<file path="config.mk">
export PLATFORM = sky130hd
export DESIGN_NAME = wb_top
export DESIGN_NICKNAME = d
export VERILOG_FILES = /design/src/source/wb_pipe_pkg.sv /design/src/source/wb_sys_pkg.sv /design/src/source/load_align.sv /design/src/source/gpr_file.sv /design/src/source/csr_unit.sv /design/src/source/wb_ctrl.sv /design/src/source/wb_top.sv
export VERILOG_INCLUDE_DIRS = /design/src /design/src/source
export SDC_FILE = /design/constraint.sdc
export NUM_CORES = 2
export LEC_CHECK = 0
export ABC_CLOCK_PERIOD_IN_PS = 9500
export BUFFER_PORTS_ARGS = -buffer_cell sky130_fd_sc_hd__buf_2
export CORE_ASPECT_RATIO = 2
export CORE_MARGIN = 2
export CORE_UTILIZATION = 39
export CTS_BUF_LIST = sky130_fd_sc_hd__clkbuf_8
export DETAILED_ROUTE_END_ITERATION = 12
export PLACE_DENSITY = 0.54
export SYNTH_ARGS = -nofsm -noshare
export SYNTH_HDL_FRONTEND = slang
export SYNTH_SLANG_ARGS = --single-unit
</file>
<file path="constraint.sdc">
create_clock -name g_clk -period 9.5 [get_ports g_clk]
set_clock_uncertainty 0.05 [all_clocks]
set_input_delay 2.85 -clock g_clk [delete_from_list [all_inputs] [get_ports g_clk]]
set_output_delay 2.85 -clock g_clk [all_outputs]
set_load 0.03 [all_outputs]
</file>
<file path="src/source/wb_macros.svh">
/*
 * Writeback stage sizing macros
 * Data width, queue depth, producer credits, CSR addresses, mtvec reset
 */
`ifndef WB_MACROS_SVH
`define WB_MACROS_SVH

`define WB_XLEN          32                 // Data path width
`define WB_QUEUE_DEPTH   2                  // Writeback queue entries
`define WB_CREDITS       `WB_QUEUE_DEPTH    // Producer credits after reset

`define WB_CSR_MSCRATCH  12'h340
`define WB_CSR_MEPC      12'h341
`define WB_CSR_MCAUSE    12'h342
`define WB_CSR_MTVEC     12'h305
`define WB_MTVEC_RESET   32'h0000_0100      // Trap vector out of reset

`endif

</file>
<file path="src/source/wb_pipe_pkg.sv">
/*
 * Pipeline item types for the writeback stage
 * Functional unit and micro-op enums, queue item, register write
 */
`include "wb_macros.svh"

package wb_pipe_pkg;

    typedef enum logic [2:0] {
        FU_ALU,
        FU_MUL,
        FU_LSU,
        FU_CFU,
        FU_CSR
    } fu_e;

    // Grouped by unit, 8 codes per group
    typedef enum logic [4:0] {
        UOP_NOP    = 5'h00,                  // ALU and MUL
        UOP_LB     = 5'h08, UOP_LH, UOP_LW, UOP_LBU, UOP_LHU,
        UOP_SB, UOP_SH, UOP_SW,
        UOP_TAKEN  = 5'h10, UOP_JALI, UOP_JALR, UOP_NOT_TAKEN,
        UOP_ECALL, UOP_EBREAK, UOP_MRET,
        UOP_CSRRW  = 5'h18, UOP_CSRRS, UOP_CSRRC
    } uop_e;

    typedef struct packed {
        fu_e                  fu;
        uop_e                 uop;
        logic [4:0]           rd;
        logic [`WB_XLEN-1:0]  opr_a;         // Result, jump target or CSR data
        logic [`WB_XLEN-1:0]  opr_b;         // Memory or CSR address
        logic [`WB_XLEN-1:0]  pc;
        logic [`WB_XLEN-1:0]  next_pc;       // Link value
    } wb_item_t;

    typedef struct packed {
        logic                 en;
        logic [4:0]           rd;
        logic [`WB_XLEN-1:0]  data;
    } gpr_wr_t;

endpackage

</file>
<file path="src/source/wb_sys_pkg.sv">
/*
 * Machine-mode system types
 * CSR access, trap causes, trap record, control-flow request
 */
`include "wb_macros.svh"

package wb_sys_pkg;

    typedef struct packed {
        logic                 en;
        logic                 rd;            // Read value wanted
        logic                 wr;
        logic                 set;
        logic                 clr;
        logic [11:0]          addr;
        logic [`WB_XLEN-1:0]  wdata;
    } csr_op_t;

    typedef enum logic [5:0] {
        TRAP_BREAKPT  = 6'd3,
        TRAP_LDACCESS = 6'd5,
        TRAP_STACCESS = 6'd7,
        TRAP_ECALLM   = 6'd11
    } trap_cause_e;

    typedef struct packed {
        logic                 take;
        trap_cause_e          cause;
        logic [`WB_XLEN-1:0]  pc;            // Goes to mepc
    } trap_t;

    typedef struct packed {
        logic                 req;
        logic [`WB_XLEN-1:0]  target;
    } cf_req_t;

endpackage

</file>
<file path="src/source/load_align.sv">
/*
 * Load data alignment
 * Byte, halfword or word select with sign or zero extension
 */
`timescale 1ns/1ps
`include "wb_macros.svh"

module load_align import wb_pipe_pkg::*; (
    input  logic [`WB_XLEN-1:0] rdata,         // Raw bus word
    input  uop_e                uop,
    input  logic [1:0]          addr,          // Byte offset in the word
    output logic [`WB_XLEN-1:0] data
);

    logic [7:0]  byte_sel;
    logic [15:0] half_sel;

    assign byte_sel = rdata[{addr, 3'b000} +: 8];
    assign half_sel = addr[1] ? rdata[31:16] : rdata[15:0];

    always_comb begin
        case (uop)
            UOP_LB:  data = {{24{byte_sel[7]}}, byte_sel};
            UOP_LBU: data = {24'b0, byte_sel};
            UOP_LH:  data = {{16{half_sel[15]}}, half_sel};
            UOP_LHU: data = {16'b0, half_sel};
            UOP_LW:  data = rdata;
            default: data = '0;                // Stores and non-LSU
        endcase
    end

    // Halfwords never straddle a half boundary
    always_comb begin
        if (uop == UOP_LH || uop == UOP_LHU) begin
            a_half_aligned: assert (!addr[0])
                else $error("misaligned halfword load");
        end
    end

endmodule

</file>
<file path="src/source/gpr_file.sv">
/*
 * General purpose register file
 * x1..x31 writable, x0 reads zero, two async read ports
 */
`timescale 1ns/1ps
`include "wb_macros.svh"

module gpr_file import wb_pipe_pkg::*; (
    input  logic                g_clk,
    input  logic                g_resetn,
    input  gpr_wr_t             wr,
    input  logic [4:0]          rs1,
    input  logic [4:0]          rs2,
    output logic [`WB_XLEN-1:0] rs1_data,
    output logic [`WB_XLEN-1:0] rs2_data
);

    logic [`WB_XLEN-1:0] regs [1:31];          // No storage for x0

    always_ff @(posedge g_clk) begin
        if (!g_resetn) begin
            for (int i = 1; i < 32; i++) begin
                regs[i] <= '0;
            end
        end else if (wr.en && wr.rd != 5'd0) begin
            regs[wr.rd] <= wr.data;
        end
    end

    // Reads see the old value in a write cycle
    assign rs1_data = (rs1 == 5'd0) ? '0 : regs[rs1];
    assign rs2_data = (rs2 == 5'd0) ? '0 : regs[rs2];

endmodule

</file>
<file path="src/source/csr_unit.sv">
/*
 * Machine-mode CSR file
 * mscratch, mepc, mcause, mtvec; read/write/set/clear and trap update
 */
`timescale 1ns/1ps
`include "wb_macros.svh"

module csr_unit import wb_sys_pkg::*; (
    input  logic                g_clk,
    input  logic                g_resetn,
    input  csr_op_t             op,
    input  trap_t               trap,
    input  logic                mret_exec,
    output logic [`WB_XLEN-1:0] rdata,         // Value before the write
    output logic [`WB_XLEN-1:0] mepc,          // Also the MRET target
    output logic [`WB_XLEN-1:0] mtvec
);

    logic [`WB_XLEN-1:0] mscratch;
    logic [`WB_XLEN-1:0] mcause;
    logic [`WB_XLEN-1:0] cur_val;
    logic [`WB_XLEN-1:0] new_val;
    logic                wr_any;

    always_comb begin
        case (op.addr)
            `WB_CSR_MSCRATCH: cur_val = mscratch;
            `WB_CSR_MEPC:     cur_val = mepc;
            `WB_CSR_MCAUSE:   cur_val = mcause;
            `WB_CSR_MTVEC:    cur_val = mtvec;
            default:          cur_val = '0;    // Unknown reads zero
        endcase
    end

    assign rdata   = op.rd ? cur_val : '0;
    assign wr_any  = op.en && (op.wr || op.set || op.clr);
    assign new_val = op.wr  ? op.wdata :
                     op.set ? (cur_val | op.wdata) : (cur_val & ~op.wdata);

    always_ff @(posedge g_clk) begin
        if (!g_resetn) begin
            mscratch <= '0;
            mepc     <= '0;
            mcause   <= '0;
            mtvec    <= `WB_MTVEC_RESET;
        end else if (trap.take) begin
            mepc   <= trap.pc;
            mcause <= {{(`WB_XLEN-6){1'b0}}, trap.cause};  // Sync cause, bit 31 clear
        end else if (wr_any) begin
            case (op.addr)
                `WB_CSR_MSCRATCH: mscratch <= new_val;
                `WB_CSR_MEPC:     mepc     <= new_val;
                `WB_CSR_MCAUSE:   mcause   <= new_val;
                `WB_CSR_MTVEC:    mtvec    <= new_val;
                default:          ;
            endcase
        end
    end

    // MRET lands on a word-aligned instruction
    a_mret_aligned: assert property (@(posedge g_clk) disable iff (!g_resetn)
        mret_exec |-> mepc[1:0] == 2'b00);

endmodule

</file>
<file path="src/source/wb_ctrl.sv">
/*
 * Writeback controller
 * Credit-fed input queue, in-order retire, handshake sequencing,
 * result select, trap cause and credit return
 */
`timescale 1ns/1ps
`include "wb_macros.svh"

module wb_ctrl import wb_pipe_pkg::*, wb_sys_pkg::*; (
    input  logic                g_clk,
    input  logic                g_resetn,
    input  logic                item_valid,
    input  wb_item_t            item,
    input  logic                dmem_recv,
    input  logic                dmem_error,
    input  logic [`WB_XLEN-1:0] dmem_rdata,
    input  logic                cf_ack,
    input  logic [`WB_XLEN-1:0] load_data,     // Aligned load result
    input  logic [`WB_XLEN-1:0] csr_rdata,
    input  logic [`WB_XLEN-1:0] mepc,
    input  logic [`WB_XLEN-1:0] mtvec,
    output logic                credit_return,
    output logic                dmem_ack,
    output cf_req_t             cf,
    output gpr_wr_t             gpr_wr,
    output csr_op_t             csr_op,
    output trap_t               trap,
    output logic                mret_exec,
    output logic [`WB_XLEN-1:0] load_rdata,
    output uop_e                load_uop,
    output logic [1:0]          load_addr
);

    localparam int unsigned      DEPTH    = `WB_QUEUE_DEPTH;
    localparam int unsigned      PTR_W    = (DEPTH > 1) ? $clog2(DEPTH) : 1;
    localparam int unsigned      CNT_W    = $clog2(DEPTH + 1);
    localparam logic [PTR_W-1:0] PTR_LAST = PTR_W'(DEPTH - 1);
    localparam logic [CNT_W-1:0] CNT_FULL = CNT_W'(DEPTH);

    wb_item_t         q_mem [DEPTH];
    wb_item_t         head;
    logic [PTR_W-1:0] wr_ptr;
    logic [PTR_W-1:0] rd_ptr;
    logic [CNT_W-1:0] count;
    logic             head_valid;
    logic             retire;
    logic             rsp_seen;               // Head got its memory response
    logic             rsp_err;                // ...and it was a bus error
    logic             fu_alu, fu_mul, fu_lsu, fu_cfu, fu_csr;
    logic             lsu_load, lsu_store, rsp_now, lsu_rsp, lsu_err;
    logic             cfu_jump, cfu_link, cfu_ecall, cfu_ebreak, cfu_mret;
    logic             trap_tgt, cf_needed, cf_done;

    // Queue --------------------
    assign head       = q_mem[rd_ptr];
    assign head_valid = (count != '0);

    always_ff @(posedge g_clk) begin
        if (item_valid) begin
            q_mem[wr_ptr] <= item;             // Tail takes the new item
        end
    end

    always_ff @(posedge g_clk) begin
        if (!g_resetn) begin
            wr_ptr <= '0;
            rd_ptr <= '0;
            count  <= '0;
        end else begin
            if (item_valid) begin
                wr_ptr <= (wr_ptr == PTR_LAST) ? '0 : wr_ptr + 1'b1;
            end
            if (retire) begin
                rd_ptr <= (rd_ptr == PTR_LAST) ? '0 : rd_ptr + 1'b1;
            end
            count <= count + CNT_W'(item_valid) - CNT_W'(retire);
        end
    end

    // Decode --------------------
    assign fu_alu     = head_valid && (head.fu == FU_ALU);
    assign fu_mul     = head_valid && (head.fu == FU_MUL);
    assign fu_lsu     = head_valid && (head.fu == FU_LSU);
    assign fu_cfu     = head_valid && (head.fu == FU_CFU);
    assign fu_csr     = head_valid && (head.fu == FU_CSR);
    assign lsu_load   = fu_lsu && (head.uop inside {UOP_LB, UOP_LH, UOP_LW, UOP_LBU, UOP_LHU});
    assign lsu_store  = fu_lsu && (head.uop inside {UOP_SB, UOP_SH, UOP_SW});
    assign cfu_jump   = fu_cfu && (head.uop inside {UOP_TAKEN, UOP_JALI, UOP_JALR});
    assign cfu_link   = fu_cfu && (head.uop inside {UOP_JALI, UOP_JALR});
    assign cfu_ecall  = fu_cfu && (head.uop == UOP_ECALL);
    assign cfu_ebreak = fu_cfu && (head.uop == UOP_EBREAK);
    assign cfu_mret   = fu_cfu && (head.uop == UOP_MRET);

    // Handshakes --------------------
    assign dmem_ack  = fu_lsu && !rsp_seen;    // Loads and stores both wait
    assign rsp_now   = dmem_ack && dmem_recv;
    assign lsu_rsp   = rsp_now || rsp_seen;
    assign lsu_err   = (rsp_now && dmem_error) || (rsp_seen && rsp_err);
    assign trap_tgt  = cfu_ecall || cfu_ebreak || lsu_err;
    assign cf_needed = cfu_jump || cfu_mret || trap_tgt;
    assign cf_done   = cf.req && cf_ack;

    always_comb begin
        cf.req    = cf_needed;
        cf.target = cfu_jump ? head.opr_a :
                    cfu_mret ? mepc       : mtvec;  // Traps go to mtvec
    end

    // Bus error loads need the redirect too before leaving
    always_comb begin
        retire = head_valid;
        if (fu_lsu) begin
            retire = lsu_rsp && (!lsu_err || cf_done);
        end else if (cf_needed) begin
            retire = cf_done;
        end
    end

    always_ff @(posedge g_clk) begin
        if (!g_resetn) begin
            rsp_seen      <= 1'b0;
            rsp_err       <= 1'b0;
            credit_return <= 1'b0;
        end else begin
            rsp_seen      <= !retire && lsu_rsp;
            rsp_err       <= rsp_now ? dmem_error : (rsp_err && !retire);
            credit_return <= retire;           // One credit back per entry
        end
    end

    // Results --------------------
    always_comb begin
        csr_op.en    = fu_csr;
        csr_op.rd    = fu_csr;
        csr_op.wr    = fu_csr && (head.uop == UOP_CSRRW);
        csr_op.set   = fu_csr && (head.uop == UOP_CSRRS);
        csr_op.clr   = fu_csr && (head.uop == UOP_CSRRC);
        csr_op.addr  = head.opr_b[11:0];
        csr_op.wdata = head.opr_a;
    end

    assign load_rdata = rsp_now ? dmem_rdata : '0;
    assign load_uop   = fu_lsu ? head.uop : UOP_NOP;
    assign load_addr  = head.opr_b[1:0];

    always_comb begin
        gpr_wr.en = retire && (fu_alu || fu_mul || fu_csr || cfu_link ||
                               (lsu_load && !lsu_err));   // Error kills write
        gpr_wr.rd = head.rd;
        if (fu_lsu) begin
            gpr_wr.data = load_data;
        end else if (fu_csr) begin
            gpr_wr.data = csr_rdata;           // Old CSR value
        end else if (fu_cfu) begin
            gpr_wr.data = head.next_pc;
        end else begin
            gpr_wr.data = head.opr_a;
        end
    end

    always_comb begin
        trap.take  = retire && trap_tgt;
        trap.cause = lsu_err    ? (lsu_store ? TRAP_STACCESS : TRAP_LDACCESS) :
                     cfu_ebreak ? TRAP_BREAKPT : TRAP_ECALLM;
        trap.pc    = head.pc;
    end

    assign mret_exec = retire && cfu_mret;

    // Checks --------------------
    // Producer only sends with a credit in hand
    a_no_overflow: assert property (@(posedge g_clk) disable iff (!g_resetn)
        item_valid |-> count != CNT_FULL);

    a_cf_stable: assert property (@(posedge g_clk) disable iff (!g_resetn)
        cf.req && !cf_ack |=> cf.req && $stable(cf.target));

endmodule

</file>
<file path="src/source/wb_top.sv">
/*
 * Writeback stage top
 * Controller plus load align, register file and CSR file
 */
`timescale 1ns/1ps
`include "wb_macros.svh"

module wb_top import wb_pipe_pkg::*, wb_sys_pkg::*; (
    input  logic                g_clk,
    input  logic                g_resetn,
    input  logic                item_valid,
    input  wb_item_t            item,
    input  logic                dmem_recv,
    input  logic                dmem_error,
    input  logic [`WB_XLEN-1:0] dmem_rdata,
    input  logic                cf_ack,
    input  logic [4:0]          rs1,
    input  logic [4:0]          rs2,
    output logic                credit_return,
    output logic                dmem_ack,
    output cf_req_t             cf,
    output gpr_wr_t             gpr_wr,
    output trap_t               trap,
    output logic [`WB_XLEN-1:0] rs1_data,
    output logic [`WB_XLEN-1:0] rs2_data
);

    csr_op_t             csr_op;
    logic                mret_exec;
    logic [`WB_XLEN-1:0] csr_rdata;
    logic [`WB_XLEN-1:0] mepc;
    logic [`WB_XLEN-1:0] mtvec;
    logic [`WB_XLEN-1:0] load_rdata;
    logic [`WB_XLEN-1:0] load_data;
    uop_e                load_uop;
    logic [1:0]          load_addr;

    wb_ctrl u_ctrl (.*);

    load_align u_align (
        .rdata (load_rdata),
        .uop   (load_uop),
        .addr  (load_addr),
        .data  (load_data)
    );

    gpr_file u_gpr (
        .g_clk, .g_resetn, .wr (gpr_wr), .rs1, .rs2, .rs1_data, .rs2_data
    );

    csr_unit u_csr (
        .g_clk, .g_resetn, .op (csr_op), .trap, .mret_exec,
        .rdata (csr_rdata), .mepc, .mtvec
    );

endmodule

</file>
==> results.py <==
metrics = {
    "global_route": {
        "antenna_found_initial": 8,
        "grt_pass1_wl_um": 395000,
        "grt_remaining_overflow": 0,
        "groute.usage.overall": 0.306,
        "grt_max_degree": 96,
        "grt_pass1_vias": 51400,
    },
    "routing": {
        "post_drt_via_cell_ratio": 6.58,
        "firstDrtPassIters": 6,
        "drt_iter0_drc": 6338,
        "antenna_left": 0,
        "wire_per_inst_um": 37.9,
        "drt-total-wl_um": 288000,
        "route.detailed.drc": 0,
        "vias": 49900,
    },
    "worst_setup_path": {
        "slowest_delay_ps": 670,
        "cp.buffers_inverters": 3,
        "crit_path_max_fanout": 67,
        "reg2regPathDepth": 9,
        "ff2ff_setup_slack_ps": 3700,
        "cp_data_arrival_time_ps": 5870,
        "r2r_end": "u_gpr.regs[21][8]",
        "crit_family": "multiplexers",
        "end_kind": "output port",
        "crit_start": "rs2[0]",
        "cp_data_required_time_ps": 6600,
        "crit_chain": "buf_8 -> buf_4 -> mux4_2 -> mux4_2 -> mux2i_1 -> nor2_1 -> buf_2",
        "crit_type": "in2out",
        "cp_slowest_cell": "buf_8",
        "critPathMostFrequentCell": "mux4_2",
        "worst_setup_path_start_kind": "primary input",
        "cp-endpoint": "rs2_data[1]",
        "crit_cells": 7,
    },
    "clocking": {
        "clockRootBuffer": "clkbuf_8",
        "clockBufferDepth": 4,
        "cts_resized": 0,
        "cts_buffers": 216,
        "htreeDepth": 4,
        "cts.sinks": 1402,
        "cts_tree": "yes",
        "hold_buffers": 0,
        "post_cts_buffers": 0,
        "clk_pin_slew_ps": 70,
        "clk_latency_ps": 940,
    },
    "logic_synthesis": {
        "synth_top_area_share": 0.537,
        "synth.distinct_cells": 91,
        "ys_seq_elements": 1402,
        "netlist_area_um2": 70800,
        "ys_seq_area_frac": 0.575,
        "synth_cells": 4810,
        "synth_top_cell_by_area": "edfxtp_1",
        "avgSynthCellArea_um2": 14.7,
        "synthFlopType": "edfxtp_1",
        "yosys-top-cells-area": "edfxtp_1 54%, mux4_2 20%, a21oi_1 5.0%, dfxtp_1 3.8%, mux2i_1 2.5%",
        "ys_warn_count": 0,
        "synth_edf_count": 1266,
        "ys_async_sr_fraction": 0,
    },
    "floorplan": {
        "die_w_um": 305,
        "ios": 365,
        "fp.dieArea_um2": 185000,
        "die_y_um": 607,
        "num_rows": 221,
        "start_util": 0.392,
        "core_um2": 181000,
    },
    "power": {
        "p_leak_nw": 28.2,
        "total_power_mw": 15.9,
        "ir_drop_mv": 0.160,
        "cellPowerDensity_nw_per_um2": 199,
    },
    "sta": {
        "max_slew_margin": 0.0707,
        "hold_viol": 0,
        "rsz0062_at_grt": "no",
        "fmax_mhz": 114,
        "setup_violations": 0,
        "drv_slew": 0,
        "fin_tns_setup_ps": 0,
        "finalCriticalPeriod_ps": 8770,
        "finalCritPeriodShare": 0.923,
        "worst_pin_slew_ps": 1390,
        "whs_ps": 426,
    },
    "placed_design": {
        "postPlaceCellArea_um2": 76200,
        "dpl.hpwl_um": 176000,
        "gp_congestion": 0.959,
        "place.port_buffers": 341,
    },
    "final_layout": {
        "final_common_cell": "edfxtp_1",
        "regArea_um2": 40700,
        "syn_to_final_growth_pct": 13.0,
        "layout-drive-gt1-share": 0.322,
        "mostFrequentLayoutCells": "1266 x edfxtp_1, 699 x a21oi_1, 640 x mux4_2",
        "n_fill_cell": 16500,
        "final_util": 0.443,
        "nets": 5265,
        "fin_area_um2": 80100,
        "multi_input_area_um2": 28800,
    },
    "hold_path": {
        "min_path_type": "reg2reg",
    },
    "job": {
        "drv_cap": 0,
    },
    "outcome": {
        "status": "complete, no violations",
    },
}
final cells by class:
cell class / count / area share
Sequential cell: 1402 / 0.509
Multi-Input combinational cell: 2877 / 0.359
Timing Repair Buffer: 552 / 0.0454
Clock buffer: 226 / 0.0389
Tap cell: 2341 / 0.0366
Clock inverter: 159 / 0.00953
Inverter: 25 / 0.00117
Antenna cell: 8 / 0.000250
metal layers:
| layer | GRT usage | vias to the layer above | wire length, µm |
|---|---|---|---|
| li1 | - | 19800 | - |
| met1 | 0.350 | 26000 | 96800 |
| met2 | 0.525 | 3222 | 143000 |
| met3 | 0.0556 | 878 | 25000 |
| met4 | 0.205 | 2 | 23000 |
| met5 | 0 | - | 11 |
logic make-up after synthesis:
kind of cell               count (synthesis)  share of synthesized area
DFF                                     1402                      0.575
AOI/OAI and AO/OA                       1150                      0.102
muxes                                    886                      0.239
and+or+nand+nor                          798                     0.0484
buffers and inverters                    564                     0.0340
xor gates and xnor gates                   6                   0.000742
adders and majority gates                  2                   0.000353
other                                      2                   0.000106
registers in the layout, indices dropped and copies added (netlist names), named ones only:
register	flops
u_csr.mcause	32
u_ctrl.wr_ptr	1
u_gpr.regs	1024
u_csr.mepc	32
u_csr.mtvec	32
u_ctrl.credit_return	1
u_ctrl.rsp_seen	1
u_ctrl.q_mem	242
u_ctrl.count	2
u_ctrl.rd_ptr	1
u_csr.mscratch	32
u_ctrl.rsp_err	1
worst min-delay path by stage:
stage,to,slack (ps),cells past startpoint,from
after floorplan,u_csr.mscratch[30],370,1,u_csr.mscratch[30]
after global placement,u_csr.mscratch[30],390,1,u_csr.mscratch[30]
after detailed placement,u_csr.mscratch[30],390,1,u_csr.mscratch[30]
after CTS,u_csr.mscratch[30],410,1,u_csr.mscratch[30]
after global routing,u_csr.mscratch[28],440,1,u_csr.mscratch[28]
final,u_csr.mtvec[8],430,2,u_csr.mtvec[8]
tightest hold or removal path, cell delays in order (launching register included):
cell and delay (ps):
dfxtp_1 330, inv_1 50, a2bb2oi_1 50
report_power, final:
| part | total [mW] | leakage (nW) | internal (mW) | switching [mW] |
|---|---|---|---|---|
| clock | 4.84 | 2.25 | 2.30 | 2.53 |
| combinational | 3.91 | 12.0 | 1.13 | 2.77 |
| sequential | 7.20 | 14.0 | 7.04 | 0.163 |
| total | 15.9 | 28.2 | 10.5 | 5.47 |
per-stage QoR:
stage	setup WS, ps	std cells
2_1_floorplan	734	4843
3_3_place_gp	760	7197
3_5_place_dp	721	7197
4_1_cts	721	7582
5_1_grt	554	7585
6_report	729	7590
cell usage after synthesis (18+ instances only):
cell       count
clkbuf_1     307
a22o_1        69
mux2i_1      176
a32o_1        21
nor2_1       451
a21o_1        19
dfxtp_1      136
nand2_1      174
a222oi_1      20
a211oi_1      20
o31ai_1       18
mux2_2        70
nand3_1       47
o21ai_0       73
mux4_2       640
o2bb2ai_1     24
nor3_1        37
buf_2        140
a21oi_1      701
edfxtp_1    1266
buf_1         70
Power figures use the tool's default switching activity.
